===== src/core_macros.svh =====
`ifndef CORE_MACROS_SVH
`define CORE_MACROS_SVH

// Datapath and storage sizes.
`define CORE_DATA_W      16
`define CORE_NUM_REGS    8
`define CORE_MEM_DEPTH   32

// Stages an accepted instruction occupies before its result is in the register file.
`define CORE_PIPE_DEPTH  3

// Opcode encodings in instruction bits 15:12.
// Codes 8 to 15 are no-ops.
`define CORE_OP_ADD      4'd0
`define CORE_OP_SUB      4'd1
`define CORE_OP_AND      4'd2
`define CORE_OP_OR       4'd3
`define CORE_OP_XOR      4'd4
`define CORE_OP_ADDI     4'd5
`define CORE_OP_LD       4'd6
`define CORE_OP_ST       4'd7

`endif


===== src/isa_pkg.sv =====
`include "core_macros.svh"

package isa_pkg;

    // One fetched instruction word.
    typedef logic [`CORE_DATA_W-1:0] instr_t;

    // Opcode field, bits 15:12.
    typedef logic [3:0] opcode_t;

    // Register number, used for rd (10:8), rs1 (7:5) and rs2 (4:2).
    typedef logic [$clog2(`CORE_NUM_REGS)-1:0] reg_idx_t;

    // Immediate field, bits 4:0, zero-extended when used.
    typedef logic [4:0] imm_t;

endpackage


===== src/pipe_pkg.sv =====
`include "core_macros.svh"

package pipe_pkg;

    // Data word carried between stages and held in registers and memory.
    typedef logic [`CORE_DATA_W-1:0] word_t;

    // Data memory word address.
    typedef logic [$clog2(`CORE_MEM_DEPTH)-1:0] mem_addr_t;

endpackage


===== src/register_file.sv =====
`timescale 1ns/1ps
`include "core_macros.svh"

module register_file
    import isa_pkg::*;
    import pipe_pkg::*;
(
    input  logic     clk,
    input  logic     reset,
    input  reg_idx_t rs1_idx,
    input  reg_idx_t rs2_idx,
    output word_t    rs1_data,
    output word_t    rs2_data,
    input  logic     wr_en,
    input  reg_idx_t wr_idx,
    input  word_t    wr_data
);
    word_t regs [`CORE_NUM_REGS];

    // Reads see the stored value only; issue holds readers until the write edge has passed.
    assign rs1_data = regs[rs1_idx];
    assign rs2_data = regs[rs2_idx];

    always_ff @(posedge clk) begin
        if (reset) begin
            for (int i = 0; i < `CORE_NUM_REGS; i++) begin
                regs[i] <= '0;
            end
        end else if (wr_en) begin
            regs[wr_idx] <= wr_data;
        end
    end

endmodule


===== src/issue_stage.sv =====
`timescale 1ns/1ps
`include "core_macros.svh"

module issue_stage
    import isa_pkg::*;
    import pipe_pkg::*;
(
    input  logic     clk,
    input  logic     reset,
    input  logic     instr_valid,
    input  instr_t   instr,
    output logic     instr_ready,
    output reg_idx_t rs1_idx,
    output reg_idx_t rs2_idx,
    input  word_t    rs1_data,
    input  word_t    rs2_data,
    output logic     iss_valid,
    output opcode_t  iss_op,
    output reg_idx_t iss_rd,
    output word_t    iss_a,
    output word_t    iss_b,
    output imm_t     iss_imm
);
    opcode_t  dec_op;
    reg_idx_t dec_rd;
    imm_t     dec_imm;
    logic     dec_writes;
    logic     dec_store;
    logic     src1_used;
    logic     src2_used;
    logic     hazard;
    logic     accept;
    logic     run;

    // Destinations of the instructions in issue, execute and memory, youngest first.
    reg_idx_t pend_rd [`CORE_PIPE_DEPTH];
    logic     pend_we [`CORE_PIPE_DEPTH];

    assign dec_op  = instr[15:12];
    assign dec_rd  = instr[10:8];
    assign dec_imm = instr[4:0];

    assign dec_writes = dec_op inside {`CORE_OP_ADD, `CORE_OP_SUB, `CORE_OP_AND,
                                       `CORE_OP_OR, `CORE_OP_XOR, `CORE_OP_ADDI,
                                       `CORE_OP_LD};
    assign dec_store  = (dec_op == `CORE_OP_ST);

    // A store reads its data from rd through the second read port.
    assign rs1_idx   = instr[7:5];
    assign rs2_idx   = dec_store ? dec_rd : instr[4:2];
    assign src1_used = dec_writes || dec_store;
    assign src2_used = dec_store || (dec_op inside {`CORE_OP_ADD, `CORE_OP_SUB,
                                                    `CORE_OP_AND, `CORE_OP_OR,
                                                    `CORE_OP_XOR});

    always_comb begin
        hazard = 1'b0;
        for (int i = 0; i < `CORE_PIPE_DEPTH; i++) begin
            if (pend_we[i] && ((src1_used && pend_rd[i] == rs1_idx) ||
                               (src2_used && pend_rd[i] == rs2_idx))) begin
                hazard = 1'b1;
            end
        end
    end

    assign instr_ready = run && !hazard;
    assign accept      = instr_valid && instr_ready;

    always_ff @(posedge clk) begin
        if (reset) begin
            run       <= 1'b0;
            iss_valid <= 1'b0;
            for (int i = 0; i < `CORE_PIPE_DEPTH; i++) begin
                pend_we[i] <= 1'b0;
            end
        end else begin
            run        <= 1'b1;
            iss_valid  <= accept;
            pend_we[0] <= accept && dec_writes;
            for (int i = 1; i < `CORE_PIPE_DEPTH; i++) begin
                pend_we[i] <= pend_we[i-1];
            end
        end
    end

    always_ff @(posedge clk) begin
        pend_rd[0] <= dec_rd;
        for (int i = 1; i < `CORE_PIPE_DEPTH; i++) begin
            pend_rd[i] <= pend_rd[i-1];
        end
        if (accept) begin
            iss_op  <= dec_op;
            iss_rd  <= dec_rd;
            iss_a   <= rs1_data;
            iss_b   <= rs2_data;
            iss_imm <= dec_imm;
        end
    end

    // No instruction may be taken in the cycle that follows a reset edge.
    a_no_ready_in_reset: assert property (@(posedge clk) reset |=> !instr_ready);

endmodule


===== src/execute_stage.sv =====
`timescale 1ns/1ps
`include "core_macros.svh"

module execute_stage
    import isa_pkg::*;
    import pipe_pkg::*;
(
    input  logic     clk,
    input  logic     reset,
    input  logic     iss_valid,
    input  opcode_t  iss_op,
    input  reg_idx_t iss_rd,
    input  word_t    iss_a,
    input  word_t    iss_b,
    input  imm_t     iss_imm,
    output logic     ex_valid,
    output opcode_t  ex_op,
    output reg_idx_t ex_rd,
    output word_t    ex_result,
    output word_t    ex_store_data
);
    word_t imm_ext;
    word_t alu_out;

    assign imm_ext = {{(`CORE_DATA_W - $bits(imm_t)){1'b0}}, iss_imm};

    always_comb begin
        case (iss_op)
            `CORE_OP_ADD: alu_out = iss_a + iss_b;
            `CORE_OP_SUB: alu_out = iss_a - iss_b;
            `CORE_OP_AND: alu_out = iss_a & iss_b;
            `CORE_OP_OR:  alu_out = iss_a | iss_b;
            `CORE_OP_XOR: alu_out = iss_a ^ iss_b;
            // Immediate add and the load/store address share one adder.
            `CORE_OP_ADDI, `CORE_OP_LD, `CORE_OP_ST: alu_out = iss_a + imm_ext;
            default: alu_out = '0;
        endcase
    end

    always_ff @(posedge clk) begin
        if (reset) begin
            ex_valid <= 1'b0;
        end else begin
            ex_valid <= iss_valid;
        end
    end

    always_ff @(posedge clk) begin
        ex_op         <= iss_op;
        ex_rd         <= iss_rd;
        ex_result     <= alu_out;
        ex_store_data <= iss_b;
    end

    a_ex_follows_iss: assert property (@(posedge clk) disable iff (reset)
        ex_valid == $past(iss_valid));

endmodule


===== src/memory_stage.sv =====
`timescale 1ns/1ps
`include "core_macros.svh"

module memory_stage
    import isa_pkg::*;
    import pipe_pkg::*;
(
    input  logic     clk,
    input  logic     reset,
    input  logic     ex_valid,
    input  opcode_t  ex_op,
    input  reg_idx_t ex_rd,
    input  word_t    ex_result,
    input  word_t    ex_store_data,
    output logic     wb_valid,
    output reg_idx_t wb_rd,
    output word_t    wb_data
);
    word_t     mem [`CORE_MEM_DEPTH];
    mem_addr_t addr;
    logic      ex_writes;
    logic      do_store;

    // Address wraps to the low bits of the computed sum.
    assign addr = ex_result[$bits(mem_addr_t)-1:0];

    assign ex_writes = ex_op inside {`CORE_OP_ADD, `CORE_OP_SUB, `CORE_OP_AND,
                                     `CORE_OP_OR, `CORE_OP_XOR, `CORE_OP_ADDI,
                                     `CORE_OP_LD};
    assign do_store  = ex_valid && (ex_op == `CORE_OP_ST);

    always_ff @(posedge clk) begin
        if (reset) begin
            for (int i = 0; i < `CORE_MEM_DEPTH; i++) begin
                mem[i] <= '0;
            end
        end else if (do_store) begin
            mem[addr] <= ex_store_data;
        end
    end

    always_ff @(posedge clk) begin
        if (reset) begin
            wb_valid <= 1'b0;
        end else begin
            wb_valid <= ex_valid && ex_writes;
        end
    end

    // Only one instruction sits here at a time, so a load never meets a store on the same edge.
    always_ff @(posedge clk) begin
        wb_rd <= ex_rd;
        if (ex_op == `CORE_OP_LD) begin
            wb_data <= mem[addr];
        end else begin
            wb_data <= ex_result;
        end
    end

    // The store code and every code above it leave the register file alone.
    a_no_wb_for_store_or_nop: assert property (@(posedge clk) disable iff (reset)
        (ex_valid && ex_op >= `CORE_OP_ST) |=> !wb_valid);

endmodule


===== src/cpu_backend.sv =====
`timescale 1ns/1ps

module cpu_backend
    import isa_pkg::*;
    import pipe_pkg::*;
(
    input  logic     clk,
    input  logic     reset,
    input  logic     instr_valid,
    input  instr_t   instr,
    output logic     instr_ready,
    output logic     wb_valid,
    output reg_idx_t wb_rd,
    output word_t    wb_data
);
    reg_idx_t rs1_idx;
    reg_idx_t rs2_idx;
    word_t    rs1_data;
    word_t    rs2_data;

    logic     iss_valid;
    opcode_t  iss_op;
    reg_idx_t iss_rd;
    word_t    iss_a;
    word_t    iss_b;
    imm_t     iss_imm;

    logic     ex_valid;
    opcode_t  ex_op;
    reg_idx_t ex_rd;
    word_t    ex_result;
    word_t    ex_store_data;

    issue_stage issue_stage_i (
        .clk         (clk),
        .reset       (reset),
        .instr_valid (instr_valid),
        .instr       (instr),
        .instr_ready (instr_ready),
        .rs1_idx     (rs1_idx),
        .rs2_idx     (rs2_idx),
        .rs1_data    (rs1_data),
        .rs2_data    (rs2_data),
        .iss_valid   (iss_valid),
        .iss_op      (iss_op),
        .iss_rd      (iss_rd),
        .iss_a       (iss_a),
        .iss_b       (iss_b),
        .iss_imm     (iss_imm)
    );

    // Write port is fed straight from the writeback register.
    register_file register_file_i (
        .clk      (clk),
        .reset    (reset),
        .rs1_idx  (rs1_idx),
        .rs2_idx  (rs2_idx),
        .rs1_data (rs1_data),
        .rs2_data (rs2_data),
        .wr_en    (wb_valid),
        .wr_idx   (wb_rd),
        .wr_data  (wb_data)
    );

    execute_stage execute_stage_i (
        .clk           (clk),
        .reset         (reset),
        .iss_valid     (iss_valid),
        .iss_op        (iss_op),
        .iss_rd        (iss_rd),
        .iss_a         (iss_a),
        .iss_b         (iss_b),
        .iss_imm       (iss_imm),
        .ex_valid      (ex_valid),
        .ex_op         (ex_op),
        .ex_rd         (ex_rd),
        .ex_result     (ex_result),
        .ex_store_data (ex_store_data)
    );

    memory_stage memory_stage_i (
        .clk           (clk),
        .reset         (reset),
        .ex_valid      (ex_valid),
        .ex_op         (ex_op),
        .ex_rd         (ex_rd),
        .ex_result     (ex_result),
        .ex_store_data (ex_store_data),
        .wb_valid      (wb_valid),
        .wb_rd         (wb_rd),
        .wb_data       (wb_data)
    );

endmodule


===== config.mk =====
export PLATFORM = sky130hd
export DESIGN_NAME = cpu_backend
export DESIGN_NICKNAME = d
export VERILOG_FILES = /design/src/isa_pkg.sv /design/src/pipe_pkg.sv /design/src/register_file.sv /design/src/issue_stage.sv /design/src/execute_stage.sv /design/src/memory_stage.sv /design/src/cpu_backend.sv
export VERILOG_INCLUDE_DIRS = /design/src /design/src/src
export SDC_FILE = /design/constraint.sdc
export NUM_CORES = 1
export LEC_CHECK = 0
export BUFFER_PORTS_ARGS = -buffer_cell sky130_fd_sc_hd__buf_4
export CORE_MARGIN = 2
export CORE_UTILIZATION = 55
export CTS_CLUSTER_DIAMETER = 50
export DETAILED_ROUTE_END_ITERATION = 7
export PLACE_DENSITY = 0.69
export SLEW_MARGIN = 10
export SYNTH_ARGS = -nofsm -noshare
export SYNTH_HDL_FRONTEND = slang
export SYNTH_SLANG_ARGS = --single-unit

===== constraint.sdc =====
create_clock -name clk -period 7.8 [get_ports clk]
set_clock_uncertainty 0.2 [all_clocks]
set_input_delay 0.78 -clock clk [delete_from_list [all_inputs] [get_ports clk]]
set_output_delay 0.78 -clock clk [all_outputs]
set_load 0.03 [all_outputs]

==> Word level (Yosys, flattened, before mapping) <==
Memories as Yosys holds them, arrays and structs flattened. A register that Yosys moved wholly into a read port is not among the register bits.
Cells that the tools add are included.
{ "totals": {"ff_bits": 74, "ram_bits": 652, "in_bits": 19, "out_inout_bits": 21, "memories": 4} }
{ "classes": {"add_sub_neg": 3, "eq_ne": 27, "n_mux": 24, "bitwise": 6, "n_reduce_logical": 29} }
{ "memory_table": {"columns": ["name", "depth", "word_bits", "rd", "rd_clocked_by_memory_dff", "wr", "line", "rtl"], "rows": [
  ["memory_stage_i.mem", 32, 16, 1, 1, 32, "memory_stage.sv:19", "word_t mem [`CORE_MEM_DEPTH];"],
  ["register_file_i.regs", 8, 16, 2, 2, 8, "register_file.sv:18", "word_t regs [`CORE_NUM_REGS];"],
  ["issue_stage_i.pend_rd", 3, 3, 3, 0, 3, "issue_stage.sv:36", "reg_idx_t pend_rd [`CORE_PIPE_DEPTH];"],
  ["issue_stage_i.pend_we", 3, 1, 3, 0, 3, "issue_stage.sv:37", "logic pend_we [`CORE_PIPE_DEPTH];"]
]} }
{ "ops": {"columns": ["op", "count"], "rows": [
  ["$pmux 16 s6", 1],
  ["$eq 4x3->1 const B", 12],
  ["$mux 16", 3],
  ["$reduce_or 16->1", 2],
  ["$eq 4x2->1 const B", 6],
  ["$eq 3x3->1", 6],
  ["$mux 1", 17],
  ["$add 16x16->16", 1],
  ["$add 16x5->16", 1],
  ["$and 16x16->16", 1],
  ["$or 16x16->16", 1],
  ["$sub 16x16->16", 1],
  ["$xor 16x16->16", 1],
  ["$logic_and 1x1->1", 14],
  ["$reduce_bool 7->1", 2],
  ["$eq 4x1->1 const B", 3],
  ["$logic_not 4->1", 3],
  ["$mux 3", 2],
  ["$logic_or 1x1->1", 5],
  ["$mux 5", 1],
  ["$reduce_bool 5->1", 1],
  ["$or 1x1->1", 3],
  ["$reduce_or 3->1", 1],
  ["$logic_not 1->1", 1]
]} }

==> Depth between registers and ports, before layout <==
{ "logic_depth": {"ltp_word": 14, "mapped_depth": 15, "mapped_depth_nobuf": 15} }

==> Cells and area by module <==
From an unflattened synthesis, not the netlist that was laid out.
{ "hier_totals": {"hier_cells": 2477, "hier_area_um2": 36090.9} }
{ "by_module_without_submodules": {"columns": ["mod", "instances", "cells_each", "area_per_inst_um2", "seq_area_each_um2"], "rows": [
  ["memory_stage", 1, 1585, 24143.2, 15775.1],
  ["register_file", 1, 430, 6974.2, 3843.7],
  ["execute_stage", 1, 327, 2797.7, 800.8],
  ["issue_stage", 1, 135, 2175.8, 1601.5]
]} }

==> Worst setup path before layout <==
OpenSTA, ideal clock, no wires.
{ "synth_timing": {"path_kind": "input port to flip-flop", "from": "in instr[15]", "to": "reg issue_stage_i.iss_a[0] (read register of register_file_i.regs) (enable)", "setup_time_ns": 0.500, "t_arrival_ns": 5.082, "t_required_ns": 7.100, "path_slack_ns": 2.018, "path_stages": 8, "path_buffers": 2, "path_cell_list": "and4b_1 -> buf_6 -> mux2i_4 -> buf_6 -> a221oi_1 -> o211ai_1 -> nand3_2 -> nor3_1"} }
{ "synth_between": {"elab_chain_cells": 12, "elab_cells_between_ends": 34, "classes_between": "10 x eq/ne; 4 x mux; 20 x reduce/logical"} }
{ "synth_lines": {"columns": ["item", "line", "rtl"], "rows": [
  ["start, declared", "cpu_backend.sv:10", "input instr_t instr,"],
  ["$eq 4x3->1 (no line) (tied with other cells)", null, null],
  ["$mux 3 (tied with other cells)", "issue_stage.sv:50", "assign rs2_idx = dec_store ? dec_rd : instr[4:2];"],
  ["$eq 3x3->1 (tied with other cells)", "issue_stage.sv:60", "(src2_used && pend_rd[i] == rs2_idx))) begin"],
  ["$logic_and 1x1->1, on equally long branches", "issue_stage.sv:60, issue_stage.sv:59", null],
  ["$logic_or 1x1->1", "issue_stage.sv:59", "if (pend_we[i] && ((src1_used && pend_rd[i] == rs1_idx) ||"],
  ["$logic_and 1x1->1", "issue_stage.sv:59", null],
  ["$mux 1 (2 in a row)", "issue_stage.sv:59", null],
  ["$mux 1 *", "issue_stage.sv:59", null],
  ["$logic_not 1->1 *", "issue_stage.sv:66", "assign instr_ready = run && !hazard;"],
  ["$logic_and 1x1->1 *", "issue_stage.sv:66", null],
  ["$logic_and 1x1->1 *", "issue_stage.sv:67", "assign accept = instr_valid && instr_ready;"],
  ["named net issue_stage_i.accept", "issue_stage.sv:32", "logic accept;"],
  ["end, declared", "issue_stage.sv:20", "output word_t iss_a,"]
]} }
Mark *: on every way through the listed nets, which the timed path passes. The rest lies on a longest branch.
A chain may end at the register's enable or synchronous reset.

==> Worst setup path after layout <==
{ "layout_timing": {"from": "reg issue_stage_i.iss_op[2]", "to": "reg execute_stage_i.ex_result[15]"} }
{ "layout_between": {"elab_chain_cells": 3, "elab_cells_between_ends": 10, "classes_between": "7 x eq/ne; 1 x mux; 2 x reduce/logical"} }
{ "layout_lines": {"columns": ["item", "line", "rtl"], "rows": [
  ["start, declared", "issue_stage.sv:18", "output opcode_t iss_op,"],
  ["start signal, assigned", "issue_stage.sv:92", "iss_op <= dec_op;"],
  ["$eq 4x3->1", "execute_stage.sv:28", "case (iss_op)"],
  ["$reduce_or 3->1", "execute_stage.sv:28", null],
  ["$pmux 16 s6 *", "execute_stage.sv:28", null],
  ["named net execute_stage_i.alu_out[15]", "execute_stage.sv:23", "word_t alu_out;"],
  ["end signal, assigned", "execute_stage.sv:51", "ex_result <= alu_out;"],
  ["end, declared", "execute_stage.sv:19", "output word_t ex_result,"]
]} }
Marks and branches as above.

==> key figures <==
Outcome
  – Run status: completed

Die
  – Initial Utilization: a little under three fifths
  – Placeable Area: about 64,000 sq um
  – Site Rows: 93
  – Die width: 258 um
  – Die ar.: 66,600 sq um
  – Chip Height: about 260 um
  – I/O Pins: 40

Route
  – Final WL: slightly below 90 mm
  – Avg WL per Cell: about 26 um
  – Routed vias/inst: between 6 and 7
  – DRT iter0 DRCs: approximately 2,100
  – Via Count: roughly 20,000
  – Drt drc: 0
  – ANT nets after route: 0
  – Drt pass-1 iters: 7

Global routing
  – Initial antenna violation count: 5
  – GRT Residual Overflow: 0
  – Vias in the first global route: 21,000
  – Pin count of the biggest net entering global routing: 84
  – Total track usage: a little over a quarter
  – First-pass GRT wire length: 132 mm

Hold path
  – Hold crit path type: input pin to flip-flop

Timing
  – Final setup vio count: 0
  – Final worst path period share: 57.9%
  – Final slew viol count: 0
  – Fmax: 222 MHz
  – Unrepaired setup endpoints after global routing: false
  – Setup TNS Final: 0 ns
  – Slew of the pin with the lowest slew margin: approximately 1.2 ns
  – Final min period: 4.51 ns
  – Max-slew headroom: 18.1%
  – Fin. Hold Viols: 0

Pwr
  – Power Dens Cells: 242 nW/um^2
  – Max VDD drop: around 0.00018 V
  – Lkg Pwr: roughly 15 nW

Critical path
  – Worst Path Arrival: approximately 4.8 ns
  – Crit path launch type: flip-flop
  – Crit. End Element: flip-flop
  – Crit Path Class: flip-flop to flip-flop
  – Top cell by count, worst path: o21ai_0
  – Max Fanout on Critical Path: 14
  – CP Cell Sequence: nor2_1, nand3b_1, o21ai_0, o21ai_0, a221o_1, ha_1, and3_1, a221oi_1, o21bai_1, a21boi_0, o21ai_0, xnor2_1, o21ai_1
  – Worst Path Required: between 8 and 9 ns
  – CP max stage cell: a221oi_1
  – Crit path largest cell delay: ~0.64 ns

Layout
  – Share of layout cells above drive strength 1: roughly a fifth
  – Final std cells w/o fill: between 3,000 and 4,000
  – Area Growth Syn to Fin: 11.3%
  – Layout net count: ~2,500
  – Antenna Cells: 0

CTS
  – CTS Sinks: approximately 760
  – Clock transition at the registers of the reported paths: roughly 0.06 ns
  – CTS buffer count: between 80 and 90
  – Clk_lat worst skew: roughly 0.65 ns
  – CTS H-Tree Depth: 3
  – Post-CTS resize count: 0
  – Hold-fix buffers, CTS: 0
  – Clk buf depth: 3
  – Post-CTS Setup Bufs: 0
  – Clock root buffer: clkbuf_16
  – TritonCTS clock tree: built

Placement
  – Gpl congestion: 0.883
  – # placed instances: between 3,000 and 4,000
  – IO Port Bufs: 38
  – Hpwl dp: between 50 and 60 mm

Yosys
  – Mapped Area: between 30,000 and 40,000 sq um
  – EDFF count, synth: 684
  – Post-Synthesis Cells: 2,403
  – Compound-Gate Fraction of Synth Area: 3.79%
  – Flops & latches, synth: between 700 and 800
  – Register area share after synthesis: 62.0%
  – Adder-cell share of the synthesized area: between 1.5 and 2%
  – Simple-Gate Fraction of Synth Area: about 14%
  – Post-synthesis mux area share: between 10% and 20%
  – Combinational family with the most area after synthesis: multiplexers
  – Xor/xnor share of the synthesized area: between 1 and 1.5%
  – Post-synth ARST share: 0%
  – Top FF cell, synth: edfxtp_1
  – Yosys warns: 0
  – Mean post-synth cell area: between 10 and 15 sq um
  – Yosys cell types: 64
  – Syn nets: between 2,000 and 2,500

Job
  – Maxcap violations: 0
## layer usage
metal,vias to the layer above,global-route usage [%],wire length [um]
li1,9001,-,-
met1,10400,34.5,33400
met2,783,46.0,44900
met3,186,4.24,6100
met4,2,11.4,3580
met5,-,0,13
## power breakdown
part | switching, mW | leakage (nW) | internal (mW)
combinational | 0.580 | 5.58 | 0.376
sequential | 0.122 | 7.64 | 4.58
clock | 1.65 | 1.35 | 2.26
## path summary, 6_finish.rpt
kind,from,endpoint,slack (ns),cells past startpoint
max,issue_stage_i.iss_op[2],execute_stage_i.ex_result[15],3.29,13
min,instr[10],issue_stage_i.pend_rd[0][2],0.11,1
max reg2reg,issue_stage_i.iss_op[2],execute_stage_i.ex_result[15],3.29,13
min reg2reg,execute_stage_i.ex_rd[1],memory_stage_i.wb_rd[1],0.14,0
## cells in the final DEF (no fill, tap or decap), drive strengths merged, types with 3 or more instances in the layout
master	netlist	routed
a21boi	3	3
a21o	10	10
a21oi	46	46
a221o	5	5
a221oi	24	24
a31o	3	3
a31oi	8	8
a32o	4	4
and2	642	642
and3	4	4
buf	43	115
bufinv	0	3
clkbuf	130	108
clkinv	0	32
clkinvlp	0	3
dfxtp	74	74
edfxtp	684	684
ha	49	49
inv	44	57
mux2	35	35
mux2i	23	23
mux4	197	197
nand2	50	50
nand2b	9	9
nand3	20	20
nand3b	5	5
nand4	4	4
nor2	93	93
nor2b	7	7
nor3	18	18
nor4	7	7
o211ai	5	5
o21ai	82	82
o21bai	3	3
o31ai	4	4
or2	3	3
xnor2	23	23
xor2	17	17
## cell usage after synthesis, types with 35 or more instances
| master | instances | area share [%] |
|---|---|---|
| dfxtp_1 | 74 | 4.2 |
| ha_1 | 49 | 1.7 |
| nand2_1 | 50 | 0.53 |
| inv_1 | 44 | 0.47 |
| and2_1 | 642 | 11 |
| edfxtp_1 | 684 | 58 |
| nor2_1 | 93 | 0.98 |
| mux2_2 | 35 | 1.1 |
| mux4_2 | 173 | 11 |
| a21oi_1 | 46 | 0.65 |
| clkbuf_1 | 130 | 1.4 |
| o21ai_0 | 81 | 1.1 |
## state kept, by name, summed over array words and instances, names as in the netlist
signal and flops:
memory_stage_i.wb_rd 3, issue_stage_i.iss_imm 5, memory_stage_i.wb_valid 1, execute_stage_i.ex_store_data 16, issue_stage_i.run 1, execute_stage_i.ex_rd 3, issue_stage_i.iss_rd 3, execute_stage_i.ex_result 16
register_file_i.regs 128, issue_stage_i.pend_rd 9, issue_stage_i.iss_a 16, issue_stage_i.iss_op 4, issue_stage_i.iss_valid 1, issue_stage_i.iss_b 16, execute_stage_i.ex_valid 1, memory_stage_i.wb_data 16
memory_stage_i.mem 512, execute_stage_i.ex_op 4, issue_stage_i.pend_we 3
## area by class of cell
class                           count  area, sq um
Clock buffer                      108         2360
Sequential cell                   758        22000
Tap cell                          855         1070
Clock inverter                     51          387
Multi-Input combinational cell   1428        12600
Fill cell                        4734        24600
Inverter                           44          165
Timing Repair Buffer              115          888
## critical path, delay by kind of cell (launching register included)
family,cells,cell delay [ns]
AO/OA/AOI/OAI,8,2.33
AND/OR/NAND/NOR,3,0.90
adder cells (fa/ha/maj),1,0.31
flip-flops,1,0.46
XOR/XNOR,1,0.17
## cells by family (layout without fill, tap and decap cells)
logic type               after synthesis  in the layout
AO/OA/AOI/OAI                        213            213
XOR/XNOR                              40             40
adder cells (fa/ha/maj)               50             50
buffers and inverters                217            318
flip-flops                           758            758
multiplexers                         255            255
AND/OR/NAND/NOR                      870            870
## per-stage QoR
stage | hold WS [ns] | area (sq um) | util, % | total power [mW] | setup WS (ns)
final | 0.114 | 39500 | 61.6 | 9.57 | 3.29
after global routing | 0.0997 | 39500 | 61.6 | 9.85 | 2.98
after CTS | 0.0763 | 39500 | 61.6 | 9.63 | 3.31
after detailed placement | 0.112 | 36800 | 57.3 | 5.74 | 3.33
after global placement | 0.119 | 36800 | 57.3 | 5.72 | 3.27
after floorplan | 0.110 | 35500 | - | 5.36 | 2.02
Power figures use the tool's default switching activity.
